$ cat src/logic/cache_cfg.svh
// --------------------------------------------------
// Fixed sizes of the two-way cache. One 32-bit word per line
// Changing a width here does not resize the FSM or the LRU scheme
// --------------------------------------------------
`ifndef CACHE_CFG_SVH
`define CACHE_CFG_SVH

// Bus widths
`define CACHE_ADDR_W   32
`define CACHE_DATA_W   32

// Set geometry
`define CACHE_NUM_SETS 8
`define CACHE_INDEX_W  3   // log2 of CACHE_NUM_SETS
`define CACHE_OFFSET_W 2   // Byte offset inside the one-word line

// Address bits left over for the tag
`define CACHE_TAG_W    27

`endif

$ cat src/logic/cache_msg_pkg.sv
// --------------------------------------------------
// Requester and memory message formats
// Memory requests reuse the cache request type codes
// --------------------------------------------------
`include "cache_cfg.svh"

package cache_msg_pkg;

  // Same codes on both sides of the cache
  typedef enum logic [3:0] {
    REQ_READ  = 4'd0,
    REQ_WRITE = 4'd1,
    REQ_INIT  = 4'd2,
    REQ_NONE  = 4'd15
  } req_type_e;

  // Requester side
  typedef struct packed {
    req_type_e                msg_type;
    logic [`CACHE_ADDR_W-1:0] addr;
    logic [`CACHE_DATA_W-1:0] data;
  } cachereq_msg_t;             // 68 bits

  typedef struct packed {
    req_type_e                msg_type;
    logic                     hit;
    logic [`CACHE_DATA_W-1:0] data;
  } cacheresp_msg_t;            // 37 bits

  // Memory side
  typedef struct packed {
    req_type_e                msg_type;
    logic [`CACHE_ADDR_W-1:0] addr;
    logic [`CACHE_DATA_W-1:0] data;
  } memreq_msg_t;               // 68 bits

  typedef struct packed {
    req_type_e                msg_type;
    logic [`CACHE_DATA_W-1:0] data;
  } memresp_msg_t;              // 36 bits

endpackage

$ cat src/logic/cache_ctrl_pkg.sv
// --------------------------------------------------
// Control types shared by the FSM, tag array and datapath
// Address fields assume 8 sets of one-word lines
// --------------------------------------------------
`include "cache_cfg.svh"

package cache_ctrl_pkg;

  typedef enum logic [3:0] {
    ST_IDLE              = 4'd0,
    ST_TAG_CHECK         = 4'd1,
    ST_INIT_DATA_ACCESS  = 4'd2,
    ST_READ_DATA_ACCESS  = 4'd3,
    ST_WRITE_DATA_ACCESS = 4'd4,
    ST_REFILL_REQUEST    = 4'd5,
    ST_REFILL_WAIT       = 4'd6,
    ST_REFILL_UPDATE     = 4'd7,
    ST_EVICT_PREPARE     = 4'd8,
    ST_EVICT_REQUEST     = 4'd9,
    ST_EVICT_WAIT        = 4'd10,
    ST_WAIT              = 4'd11
  } ctrl_state_e;

  // Request address seen as a word or as its fields
  typedef union packed {
    logic [`CACHE_ADDR_W-1:0] raw;
    struct packed {
      logic [`CACHE_TAG_W-1:0]    tag;
      logic [`CACHE_INDEX_W-1:0]  index;
      logic [`CACHE_OFFSET_W-1:0] offset;
    } fields;
  } cache_addr_u;

  // Tag lookup result for the current request
  typedef struct packed {
    logic hit;
    logic way;           // Hit way, or the LRU way on a miss
    logic victim_dirty;
  } way_status_t;

  typedef struct packed {
    logic                    req_en;      // Capture request
    logic                    tag_wen;
    logic                    valid_in;
    logic                    valid_wen;
    logic                    dirty_in;
    logic                    dirty_wen;
    logic                    way_en;      // Latch way_used
    logic                    lru_wen;
    logic                    hit_wen;
    logic                    data_wen;
    logic                    data_src;    // 1 selects memory response data
    logic                    read_en;     // Load read-data register
    logic                    evict_en;    // Latch victim address
    logic                    memreq_sel;  // 1 for eviction write
    cache_msg_pkg::req_type_e resp_type;
  } ctrl_word_t;

endpackage

$ cat src/logic/cache_ctrl.sv
// --------------------------------------------------
// Blocking cache FSM, one request in flight
// Outputs depend on the state only, apart from the request type
// --------------------------------------------------
`timescale 1ns/1ps

module cache_ctrl (
  input  logic                          clk,
  input  logic                          reset,

  input  logic                          cachereq_val,
  output logic                          cachereq_rdy,
  output logic                          cacheresp_val,
  input  logic                          cacheresp_rdy,

  output logic                          memreq_val,
  input  logic                          memreq_rdy,
  input  logic                          memresp_val,
  output logic                          memresp_rdy,

  input  cache_msg_pkg::req_type_e      req_type,
  input  cache_ctrl_pkg::way_status_t   way_status,
  output cache_ctrl_pkg::ctrl_word_t    ctrl
);

  cache_ctrl_pkg::ctrl_state_e state, next_state;

  logic is_write;
  logic is_init;

  assign is_write = (req_type == cache_msg_pkg::REQ_WRITE);
  assign is_init  = (req_type == cache_msg_pkg::REQ_INIT);

  // --------------------------------------------------
  // State register and transitions
  // --------------------------------------------------

  always_ff @(posedge clk) begin
    if (reset) begin
      state <= cache_ctrl_pkg::ST_IDLE;
    end else begin
      state <= next_state;
    end
  end

  always_comb begin
    next_state = state;
    case (state)
      cache_ctrl_pkg::ST_IDLE: begin
        if (cachereq_val) next_state = cache_ctrl_pkg::ST_TAG_CHECK;
      end
      cache_ctrl_pkg::ST_TAG_CHECK: begin
        if (is_init) begin
          next_state = cache_ctrl_pkg::ST_INIT_DATA_ACCESS;
        end else if (way_status.hit) begin
          next_state = is_write ? cache_ctrl_pkg::ST_WRITE_DATA_ACCESS
                                : cache_ctrl_pkg::ST_READ_DATA_ACCESS;
        end else if (way_status.victim_dirty) begin
          next_state = cache_ctrl_pkg::ST_EVICT_PREPARE;  // Dirty miss
        end else begin
          next_state = cache_ctrl_pkg::ST_REFILL_REQUEST;
        end
      end
      cache_ctrl_pkg::ST_INIT_DATA_ACCESS,
      cache_ctrl_pkg::ST_READ_DATA_ACCESS,
      cache_ctrl_pkg::ST_WRITE_DATA_ACCESS: next_state = cache_ctrl_pkg::ST_WAIT;
      cache_ctrl_pkg::ST_REFILL_REQUEST: begin
        if (memreq_rdy) next_state = cache_ctrl_pkg::ST_REFILL_WAIT;
      end
      cache_ctrl_pkg::ST_REFILL_WAIT: begin
        if (memresp_val) next_state = cache_ctrl_pkg::ST_REFILL_UPDATE;
      end
      cache_ctrl_pkg::ST_REFILL_UPDATE: begin
        next_state = is_write ? cache_ctrl_pkg::ST_WRITE_DATA_ACCESS
                              : cache_ctrl_pkg::ST_READ_DATA_ACCESS;
      end
      cache_ctrl_pkg::ST_EVICT_PREPARE: next_state = cache_ctrl_pkg::ST_EVICT_REQUEST;
      cache_ctrl_pkg::ST_EVICT_REQUEST: begin
        if (memreq_rdy) next_state = cache_ctrl_pkg::ST_EVICT_WAIT;
      end
      cache_ctrl_pkg::ST_EVICT_WAIT: begin
        if (memresp_val) next_state = cache_ctrl_pkg::ST_REFILL_REQUEST;  // Write ack seen
      end
      cache_ctrl_pkg::ST_WAIT: begin
        if (cacheresp_rdy) next_state = cache_ctrl_pkg::ST_IDLE;
      end
      default: next_state = cache_ctrl_pkg::ST_IDLE;
    endcase
  end

  // --------------------------------------------------
  // Control table
  // --------------------------------------------------

  always_comb begin
    ctrl           = '0;
    ctrl.resp_type = cache_msg_pkg::REQ_NONE;
    cachereq_rdy   = 1'b0;
    cacheresp_val  = 1'b0;
    memreq_val     = 1'b0;
    memresp_rdy    = 1'b0;
    case (state)
      cache_ctrl_pkg::ST_IDLE: begin
        cachereq_rdy = 1'b1;
        ctrl.req_en  = 1'b1;
      end
      cache_ctrl_pkg::ST_TAG_CHECK: begin
        ctrl.way_en  = 1'b1;
        ctrl.lru_wen = 1'b1;
        ctrl.hit_wen = !is_init;    // Init always answers with hit 0
      end
      cache_ctrl_pkg::ST_INIT_DATA_ACCESS: begin
        ctrl.tag_wen   = 1'b1;
        ctrl.valid_in  = 1'b1;
        ctrl.valid_wen = 1'b1;
        ctrl.dirty_wen = 1'b1;      // Line is left clean
        ctrl.data_wen  = 1'b1;
      end
      cache_ctrl_pkg::ST_READ_DATA_ACCESS: ctrl.read_en = 1'b1;
      cache_ctrl_pkg::ST_WRITE_DATA_ACCESS: begin
        ctrl.valid_in  = 1'b1;
        ctrl.valid_wen = 1'b1;
        ctrl.dirty_in  = 1'b1;
        ctrl.dirty_wen = 1'b1;
        ctrl.data_wen  = 1'b1;
      end
      cache_ctrl_pkg::ST_REFILL_REQUEST: memreq_val = 1'b1;
      cache_ctrl_pkg::ST_REFILL_WAIT:    memresp_rdy = 1'b1;
      cache_ctrl_pkg::ST_REFILL_UPDATE: begin
        ctrl.tag_wen   = 1'b1;
        ctrl.valid_in  = 1'b1;
        ctrl.valid_wen = 1'b1;
        ctrl.dirty_wen = 1'b1;
        ctrl.data_wen  = 1'b1;
        ctrl.data_src  = 1'b1;
      end
      cache_ctrl_pkg::ST_EVICT_PREPARE: begin
        ctrl.read_en  = 1'b1;       // Victim data into the read register
        ctrl.evict_en = 1'b1;
      end
      cache_ctrl_pkg::ST_EVICT_REQUEST: begin
        memreq_val      = 1'b1;
        ctrl.memreq_sel = 1'b1;
      end
      cache_ctrl_pkg::ST_EVICT_WAIT: memresp_rdy = 1'b1;
      cache_ctrl_pkg::ST_WAIT: begin
        cacheresp_val  = 1'b1;
        ctrl.resp_type = req_type;
      end
      default: ;
    endcase
  end

endmodule

$ cat src/logic/cache_dpath.sv
// --------------------------------------------------
// Request register, data arrays and message forming
// Memory addresses are always word aligned
// --------------------------------------------------
`timescale 1ns/1ps
`include "cache_cfg.svh"

module cache_dpath (
  input  logic                          clk,
  input  logic                          reset,
  input  cache_msg_pkg::cachereq_msg_t  cachereq_msg,
  input  cache_msg_pkg::memresp_msg_t   memresp_msg,
  input  cache_ctrl_pkg::ctrl_word_t    ctrl,
  input  logic                          way_used,
  input  cache_ctrl_pkg::way_status_t   way_status,
  input  logic [`CACHE_TAG_W-1:0]       victim_tag,
  output cache_msg_pkg::req_type_e      req_type,
  output cache_ctrl_pkg::cache_addr_u   req_addr,
  output cache_msg_pkg::memreq_msg_t    memreq_msg,
  output cache_msg_pkg::cacheresp_msg_t cacheresp_msg
);

  cache_msg_pkg::cachereq_msg_t req_q;

  logic [`CACHE_DATA_W-1:0] data_mem [2][`CACHE_NUM_SETS];
  logic [`CACHE_DATA_W-1:0] memresp_data_q;
  logic [`CACHE_DATA_W-1:0] read_data_q;
  logic [`CACHE_DATA_W-1:0] write_data;
  logic [`CACHE_TAG_W+`CACHE_INDEX_W-1:0] evict_addr_q;  // Victim tag and index
  logic                     hit_q;

  logic [`CACHE_INDEX_W-1:0] idx;

  // --------------------------------------------------
  // Request register
  // --------------------------------------------------

  always_ff @(posedge clk) begin
    if (ctrl.req_en) begin
      req_q <= cachereq_msg;
    end
  end

  assign req_type     = req_q.msg_type;
  assign req_addr.raw = req_q.addr;
  assign idx          = req_addr.fields.index;

  // Sampled every cycle, so in REFILL_UPDATE it holds the word
  // taken on the last REFILL_WAIT edge
  always_ff @(posedge clk) begin
    memresp_data_q <= memresp_msg.data;
  end

  // --------------------------------------------------
  // Data arrays
  // --------------------------------------------------

  assign write_data = ctrl.data_src ? memresp_data_q : req_q.data;

  always_ff @(posedge clk) begin
    if (ctrl.data_wen) begin
      data_mem[way_used][idx] <= write_data;
    end
  end

  always_ff @(posedge clk) begin
    if (ctrl.read_en) begin
      read_data_q <= data_mem[way_used][idx];   // Read hit or victim word
    end
    if (ctrl.evict_en) begin
      evict_addr_q <= {victim_tag, idx};
    end
  end

  // Hit flag cleared at capture, set in TAG_CHECK
  always_ff @(posedge clk) begin
    if (reset) begin
      hit_q <= 1'b0;
    end else if (ctrl.req_en) begin
      hit_q <= 1'b0;
    end else if (ctrl.hit_wen) begin
      hit_q <= way_status.hit;
    end
  end

  // --------------------------------------------------
  // Outgoing messages
  // --------------------------------------------------

  always_comb begin
    if (ctrl.memreq_sel) begin
      memreq_msg.msg_type = cache_msg_pkg::REQ_WRITE;
      memreq_msg.addr     = {evict_addr_q, {`CACHE_OFFSET_W{1'b0}}};
      memreq_msg.data     = read_data_q;
    end else begin
      memreq_msg.msg_type = cache_msg_pkg::REQ_READ;
      memreq_msg.addr     = {req_addr.fields.tag, idx, {`CACHE_OFFSET_W{1'b0}}};
      memreq_msg.data     = '0;
    end
  end

  assign cacheresp_msg.msg_type = ctrl.resp_type;
  assign cacheresp_msg.hit      = hit_q;
  assign cacheresp_msg.data     = (ctrl.resp_type == cache_msg_pkg::REQ_READ) ? read_data_q
                                                                               : '0;

endmodule

$ cat src/logic/cache_tag_array.sv
// --------------------------------------------------
// Tag, valid, dirty and LRU state for two ways of 8 sets
// Lookup is combinational from the registered request address
// --------------------------------------------------
`timescale 1ns/1ps
`include "cache_cfg.svh"

module cache_tag_array (
  input  logic                          clk,
  input  logic                          reset,
  input  cache_ctrl_pkg::cache_addr_u   req_addr,
  input  cache_ctrl_pkg::ctrl_word_t    ctrl,
  output cache_ctrl_pkg::way_status_t   way_status,
  output logic                          way_used,
  output logic [`CACHE_TAG_W-1:0]       victim_tag
);

  logic [`CACHE_TAG_W-1:0]       tags [2][`CACHE_NUM_SETS];
  logic [1:0][`CACHE_NUM_SETS-1:0] valid;
  logic [1:0][`CACHE_NUM_SETS-1:0] dirty;
  logic [`CACHE_NUM_SETS-1:0]    lru;     // Way to replace next

  logic [`CACHE_INDEX_W-1:0] idx;
  logic [1:0]                way_hit;
  logic                      chosen_way;

  assign idx = req_addr.fields.index;

  // --------------------------------------------------
  // Lookup
  // --------------------------------------------------

  always_comb begin
    for (int w = 0; w < 2; w++) begin
      way_hit[w] = valid[w][idx] && (tags[w][idx] == req_addr.fields.tag);
    end
  end

  always_comb begin
    if (way_hit[0])      chosen_way = 1'b0;
    else if (way_hit[1]) chosen_way = 1'b1;
    else                 chosen_way = lru[idx];
  end

  assign way_status.hit          = |way_hit;
  assign way_status.way          = chosen_way;
  assign way_status.victim_dirty = dirty[chosen_way][idx];

  assign victim_tag = tags[way_used][idx];   // Valid once way_used is latched

  // --------------------------------------------------
  // State update
  // --------------------------------------------------

  always_ff @(posedge clk) begin
    if (reset) begin
      valid    <= '0;
      dirty    <= '0;
      lru      <= '0;
      way_used <= 1'b0;
    end else begin
      if (ctrl.way_en)    way_used             <= chosen_way;
      if (ctrl.lru_wen)   lru[idx]             <= !chosen_way;
      if (ctrl.valid_wen) valid[way_used][idx] <= ctrl.valid_in;
      if (ctrl.dirty_wen) dirty[way_used][idx] <= ctrl.dirty_in;
    end
  end

  always_ff @(posedge clk) begin
    if (ctrl.tag_wen) begin
      tags[way_used][idx] <= req_addr.fields.tag;
    end
  end

endmodule

$ cat src/logic/cache_top.sv
// --------------------------------------------------
// Two-way write-back cache, one requester, one memory
// All four ports use val/rdy and transfer when both are high
// --------------------------------------------------
`timescale 1ns/1ps
`include "cache_cfg.svh"

module cache_top (
  input  logic                          clk,
  input  logic                          reset,

  input  logic                          cachereq_val,
  output logic                          cachereq_rdy,
  input  cache_msg_pkg::cachereq_msg_t  cachereq_msg,

  output logic                          cacheresp_val,
  input  logic                          cacheresp_rdy,
  output cache_msg_pkg::cacheresp_msg_t cacheresp_msg,

  output logic                          memreq_val,
  input  logic                          memreq_rdy,
  output cache_msg_pkg::memreq_msg_t    memreq_msg,

  input  logic                          memresp_val,
  output logic                          memresp_rdy,
  input  cache_msg_pkg::memresp_msg_t   memresp_msg
);

  cache_ctrl_pkg::ctrl_word_t  ctrl;
  cache_ctrl_pkg::way_status_t way_status;
  cache_ctrl_pkg::cache_addr_u req_addr;
  cache_msg_pkg::req_type_e    req_type;
  logic                        way_used;
  logic [`CACHE_TAG_W-1:0]     victim_tag;

  cache_ctrl ctrl0 (
    .clk, .reset,
    .cachereq_val, .cachereq_rdy, .cacheresp_val, .cacheresp_rdy,
    .memreq_val, .memreq_rdy, .memresp_val, .memresp_rdy,
    .req_type, .way_status, .ctrl
  );

  cache_tag_array tags0 (
    .clk, .reset, .req_addr, .ctrl, .way_status, .way_used, .victim_tag
  );

  cache_dpath dpath0 (
    .clk, .reset, .cachereq_msg, .memresp_msg, .ctrl, .way_used, .way_status,
    .victim_tag, .req_type, .req_addr, .memreq_msg, .cacheresp_msg
  );

endmodule

$ cat config.mk
export PLATFORM = sky130hd
export DESIGN_NAME = cache_top
export DESIGN_NICKNAME = d
export VERILOG_FILES = /design/src/logic/cache_msg_pkg.sv /design/src/logic/cache_ctrl_pkg.sv /design/src/logic/cache_ctrl.sv /design/src/logic/cache_dpath.sv /design/src/logic/cache_tag_array.sv /design/src/logic/cache_top.sv
export VERILOG_INCLUDE_DIRS = /design/src /design/src/logic
export SDC_FILE = /design/constraint.sdc
export NUM_CORES = 1
export LEC_CHECK = 0
export ABC_CLOCK_PERIOD_IN_PS = 25700
export BUFFER_PORTS_ARGS = -buffer_cell sky130_fd_sc_hd__buf_2
export CAP_MARGIN = 20
export CORE_AREA = 2 2 285 287
export CTS_CLUSTER_SIZE = 28
export DETAILED_ROUTE_END_ITERATION = 16
export DIE_AREA = 0 0 287 289
export PLACE_DENSITY_LB_ADDON = 0.2
export SYNTH_ARGS = -nofsm -noshare
export SYNTH_HDL_FRONTEND = slang
export SYNTH_SLANG_ARGS = --single-unit
$ cat constraint.sdc
create_clock -name clk -period 25.7 [get_ports clk]
set_clock_uncertainty 0.1 [all_clocks]
set_input_delay 1.285 -clock clk [delete_from_list [all_inputs] [get_ports clk]]
set_output_delay 1.285 -clock clk [all_outputs]
set_load 0.005 [all_outputs]
==> impl_metrics.ini <==
[die]
core-area_sq_mm = 0.07990
ioPinCount = 219
die_height_um = 289
initial_core_util = 0.5963
die_w_um = 287
row_count = 104
die-area_sq_mm = 0.08294

[setup_path]
path_cells = buf_12, buf_4, mux2_2, a22oi_1, a31o_2, nand4_1, nor4_1, nand4_1, a21oi_4, mux2_1, a2111oi_2, nand2_1, a31o_1
end_kind = flop
worst-path-max-fanout = 156
r2r_cells = 13
crit_type = flop to flop
cp_slowest_cell = edfxtp_1
crit_required_ns = 26.18
cpMostUsedCell = nand4_1
worstPathArrival_ns = 7.07
start_kind = flop
max_stage_delay_ns = 0.93

[pwr]
powerDensity_mw_per_mm2 = 114.0
power.leakage_nw = 17.68
vdd_drop_max_uv = 91.58

[logic_synthesis]
synth_edf_count = 1072
synth_compound_gate_area_share = 0.05872
synth_simple_gate_area_frac = 0.05386
synth_cell_types = 69
synth-adder-area-share = 0
synth_area_sq_mm = 0.04765
ys_async_sr_fraction = 0
ys_ff_latch = 1151
ys_seq_area_frac = 0.7088
yosysWarnings = 0
synthCells = 2821
synth_xor_area_frac = 0.005331
yosys-mux-area-fraction = 0.1532
postSynthAreaPerCell_sq_um = 16.89
synth_top_family_by_area = multiplexers
synth_flop_cell = edfxtp_1

[routing]
viasPerCell = 6.517
wl_per_cell_um = 28.37
wirelength_um = 119000
drt_iter0_markers = 3382
postRouteAntennaNets = 0
vias = 27320
drt_pass1_iterations = 6
drc = 0

[min_path]
holdPathStages = 2
hold_class = flop to flop

[place]
dp_hpwl_um = 67210
pre_cts_ws_ns = 19.23
routabilityCongestion = 0.9023
placed_cells = 3978
port_buffers = 207

[layout]
utilization = 0.6743
fillCellCount = 5294
drive_gt1_frac = 0.2649
fin_nets = 3144
multi_input_area_sq_mm = 0.01323
antenna-diode-count = 0
finalNonFillerCells = 4193
regArea_sq_mm = 0.03378
area_growth_pct = 13.08

[clock_network]
numCtsBuffers = 114
hold_buffers = 0
clock_path_buffers = 3
postCtsSetupBuffers = 0
cts_sinks = 1151
cts_resized = 0
clockRootBuffer = clkbuf_16
cts_tree = built
cts.clk_slew.worst_paths_ns = 0.06
h-tree-depth = 3
clkLatencyLatePin_ns = 0.70

[sta]
hold_viol = 0
fin_crit_sh = 0.2566
fmax_mhz = 151.6
rsz0062_at_grt = no
tightest_slew_ns = 1.106
whs_ns = 0.3754
slew_viol_final = 0
final.setup.tns_ns = 0
min_period_ns = 6.596
setup_ws_ns = 19.10
slew_headroom = 0.2629
setup_violations = 0

[grt]
overflow = 0
grt_use_total = 0.2850
antenna_found_initial = 1
grt_max_degree = 157
grt_pass1_wl_um = 172900
grt_pass1_vias = 27240

[flow_run]
maxCapViolCount = 0

[outcome]
status = finished clean
where the power goes:
| group | leakage (nW) | total (mW) | internal [mW] | switching (mW) |
|---|---|---|---|---|
| Clock | 1.90 | 1.72 | 1.00 | 0.711 |
| Combinational | 5.44 | 1.79 | 0.663 | 1.13 |
| Sequential | 10.3 | 2.63 | 2.46 | 0.171 |
| Total | 17.7 | 6.14 | 4.13 | 2.01 |
cell usage after synthesis (9+ instances only):
| master | instances | area share |
|---|---|---|
| a211oi_1 | 61 | 0.0096 |
| a21oi_1 | 91 | 0.0096 |
| a221oi_1 | 9 | 0.0017 |
| a22oi_1 | 28 | 0.0044 |
| a31o_2 | 13 | 0.0024 |
| and2_1 | 69 | 0.0091 |
| buf_1 | 28 | 0.0022 |
| buf_2 | 23 | 0.0024 |
| buf_4 | 21 | 0.0033 |
| buf_6 | 11 | 0.0026 |
| clkbuf_1 | 93 | 0.0073 |
| dfxtp_1 | 79 | 0.033 |
| edfxtp_1 | 1072 | 0.68 |
| inv_1 | 11 | 0.00087 |
| mux2_2 | 158 | 0.037 |
| mux2i_1 | 211 | 0.044 |
| mux4_2 | 145 | 0.069 |
| nand2_1 | 116 | 0.0091 |
| nand3_1 | 21 | 0.0022 |
| nand4_1 | 29 | 0.0038 |
| nor2_1 | 131 | 0.010 |
| nor2b_1 | 58 | 0.0076 |
| nor3_1 | 25 | 0.0026 |
| nor4_1 | 17 | 0.0022 |
| o21ai_0 | 64 | 0.0067 |
| o221ai_1 | 12 | 0.0022 |
| o22ai_1 | 74 | 0.0097 |
| xnor2_1 | 15 | 0.0028 |
| xor2_1 | 14 | 0.0026 |
sequential cells by signal (all words and copies together) (netlist names), named ones only:
| register | cells |
|---|---|
| dpath0.req_q | 32 |
| dpath0.req_addr | 30 |
| dpath0.memresp_data_q | 32 |
| dpath0.req_type | 4 |
| tags0.way_used | 1 |
| dpath0.hit_q | 1 |
| tags0.lru | 8 |
| tags0.dirty | 16 |
| dpath0.evict_addr_q | 30 |
| ctrl0.state | 4 |
| tags0.valid | 16 |
| dpath0.read_data_q | 32 |
| tags0.tags | 432 |
| dpath0.data_mem | 512 |
final timing paths:
| path | start | endpoint | slack [ns] |
|---|---|---|---|
| min | tags0.valid[1] | tags0.valid[1] | 0.38 |
| max reg2reg | dpath0.req_addr[2] | ctrl0.state[3] | 19.10 |
| max | dpath0.req_addr[2] | ctrl0.state[3] | 19.10 |
| min reg2reg | tags0.valid[1] | tags0.valid[1] | 0.38 |
stage by stage:
step                total power [mW]  instance area, sq um
finish                         6.140                 53880
global route                   6.368                 53880
CTS                            6.149                 53880
detailed placement             4.449                 49940
global placement               4.400                 49940
floorplan                      3.838                 47660
cell families after synthesis:
family	count (synthesis)
XOR/XNOR	29
multiplexers	522
AO/OA/AOI/OAI	416
flip-flops	1151
AND/OR/NAND/NOR	511
buffers and inverters	191
other	1
final cells by class:
cell class,instances,share of cell area
Clock inverter,55,0.01377
Timing Repair Buffer,273,0.02912
Tap cell,1060,0.02462
Multi-Input combinational cell,1483,0.2455
Sequential cell,1151,0.6269
Clock buffer,160,0.05934
Inverter,11,0.0007664
worst max-delay path: cells and delay by family (launching register included):
family	cells	cell delay, ns
buffers and inverters	2	1.46
flip-flops	1	0.93
AO/OA/AOI/OAI	5	1.81
AND/OR/NAND/NOR	4	1.20
multiplexers	2	0.82
cells in the final DEF (no fill, tap or decap), types with 63 or more instances in the layout:
master and count:
a21oi_1 91, and2_1 68, buf_2 207, buf_4 63
clkbuf_16 115, dfxtp_1 78, edfxtp_1 1072, mux2_2 158
mux2i_1 211, mux4_2 145, nand2_1 116, nor2_1 96
o21ai_0 64, o22ai_1 74
metal layers:
layer	routed length, um	track usage
met3	10070	0.04646
met1	45460	0.3768
met5	0	0
met4	4776	0.1158
met2	58650	0.4773
No activity file was read; power rests on OpenSTA's default activity.
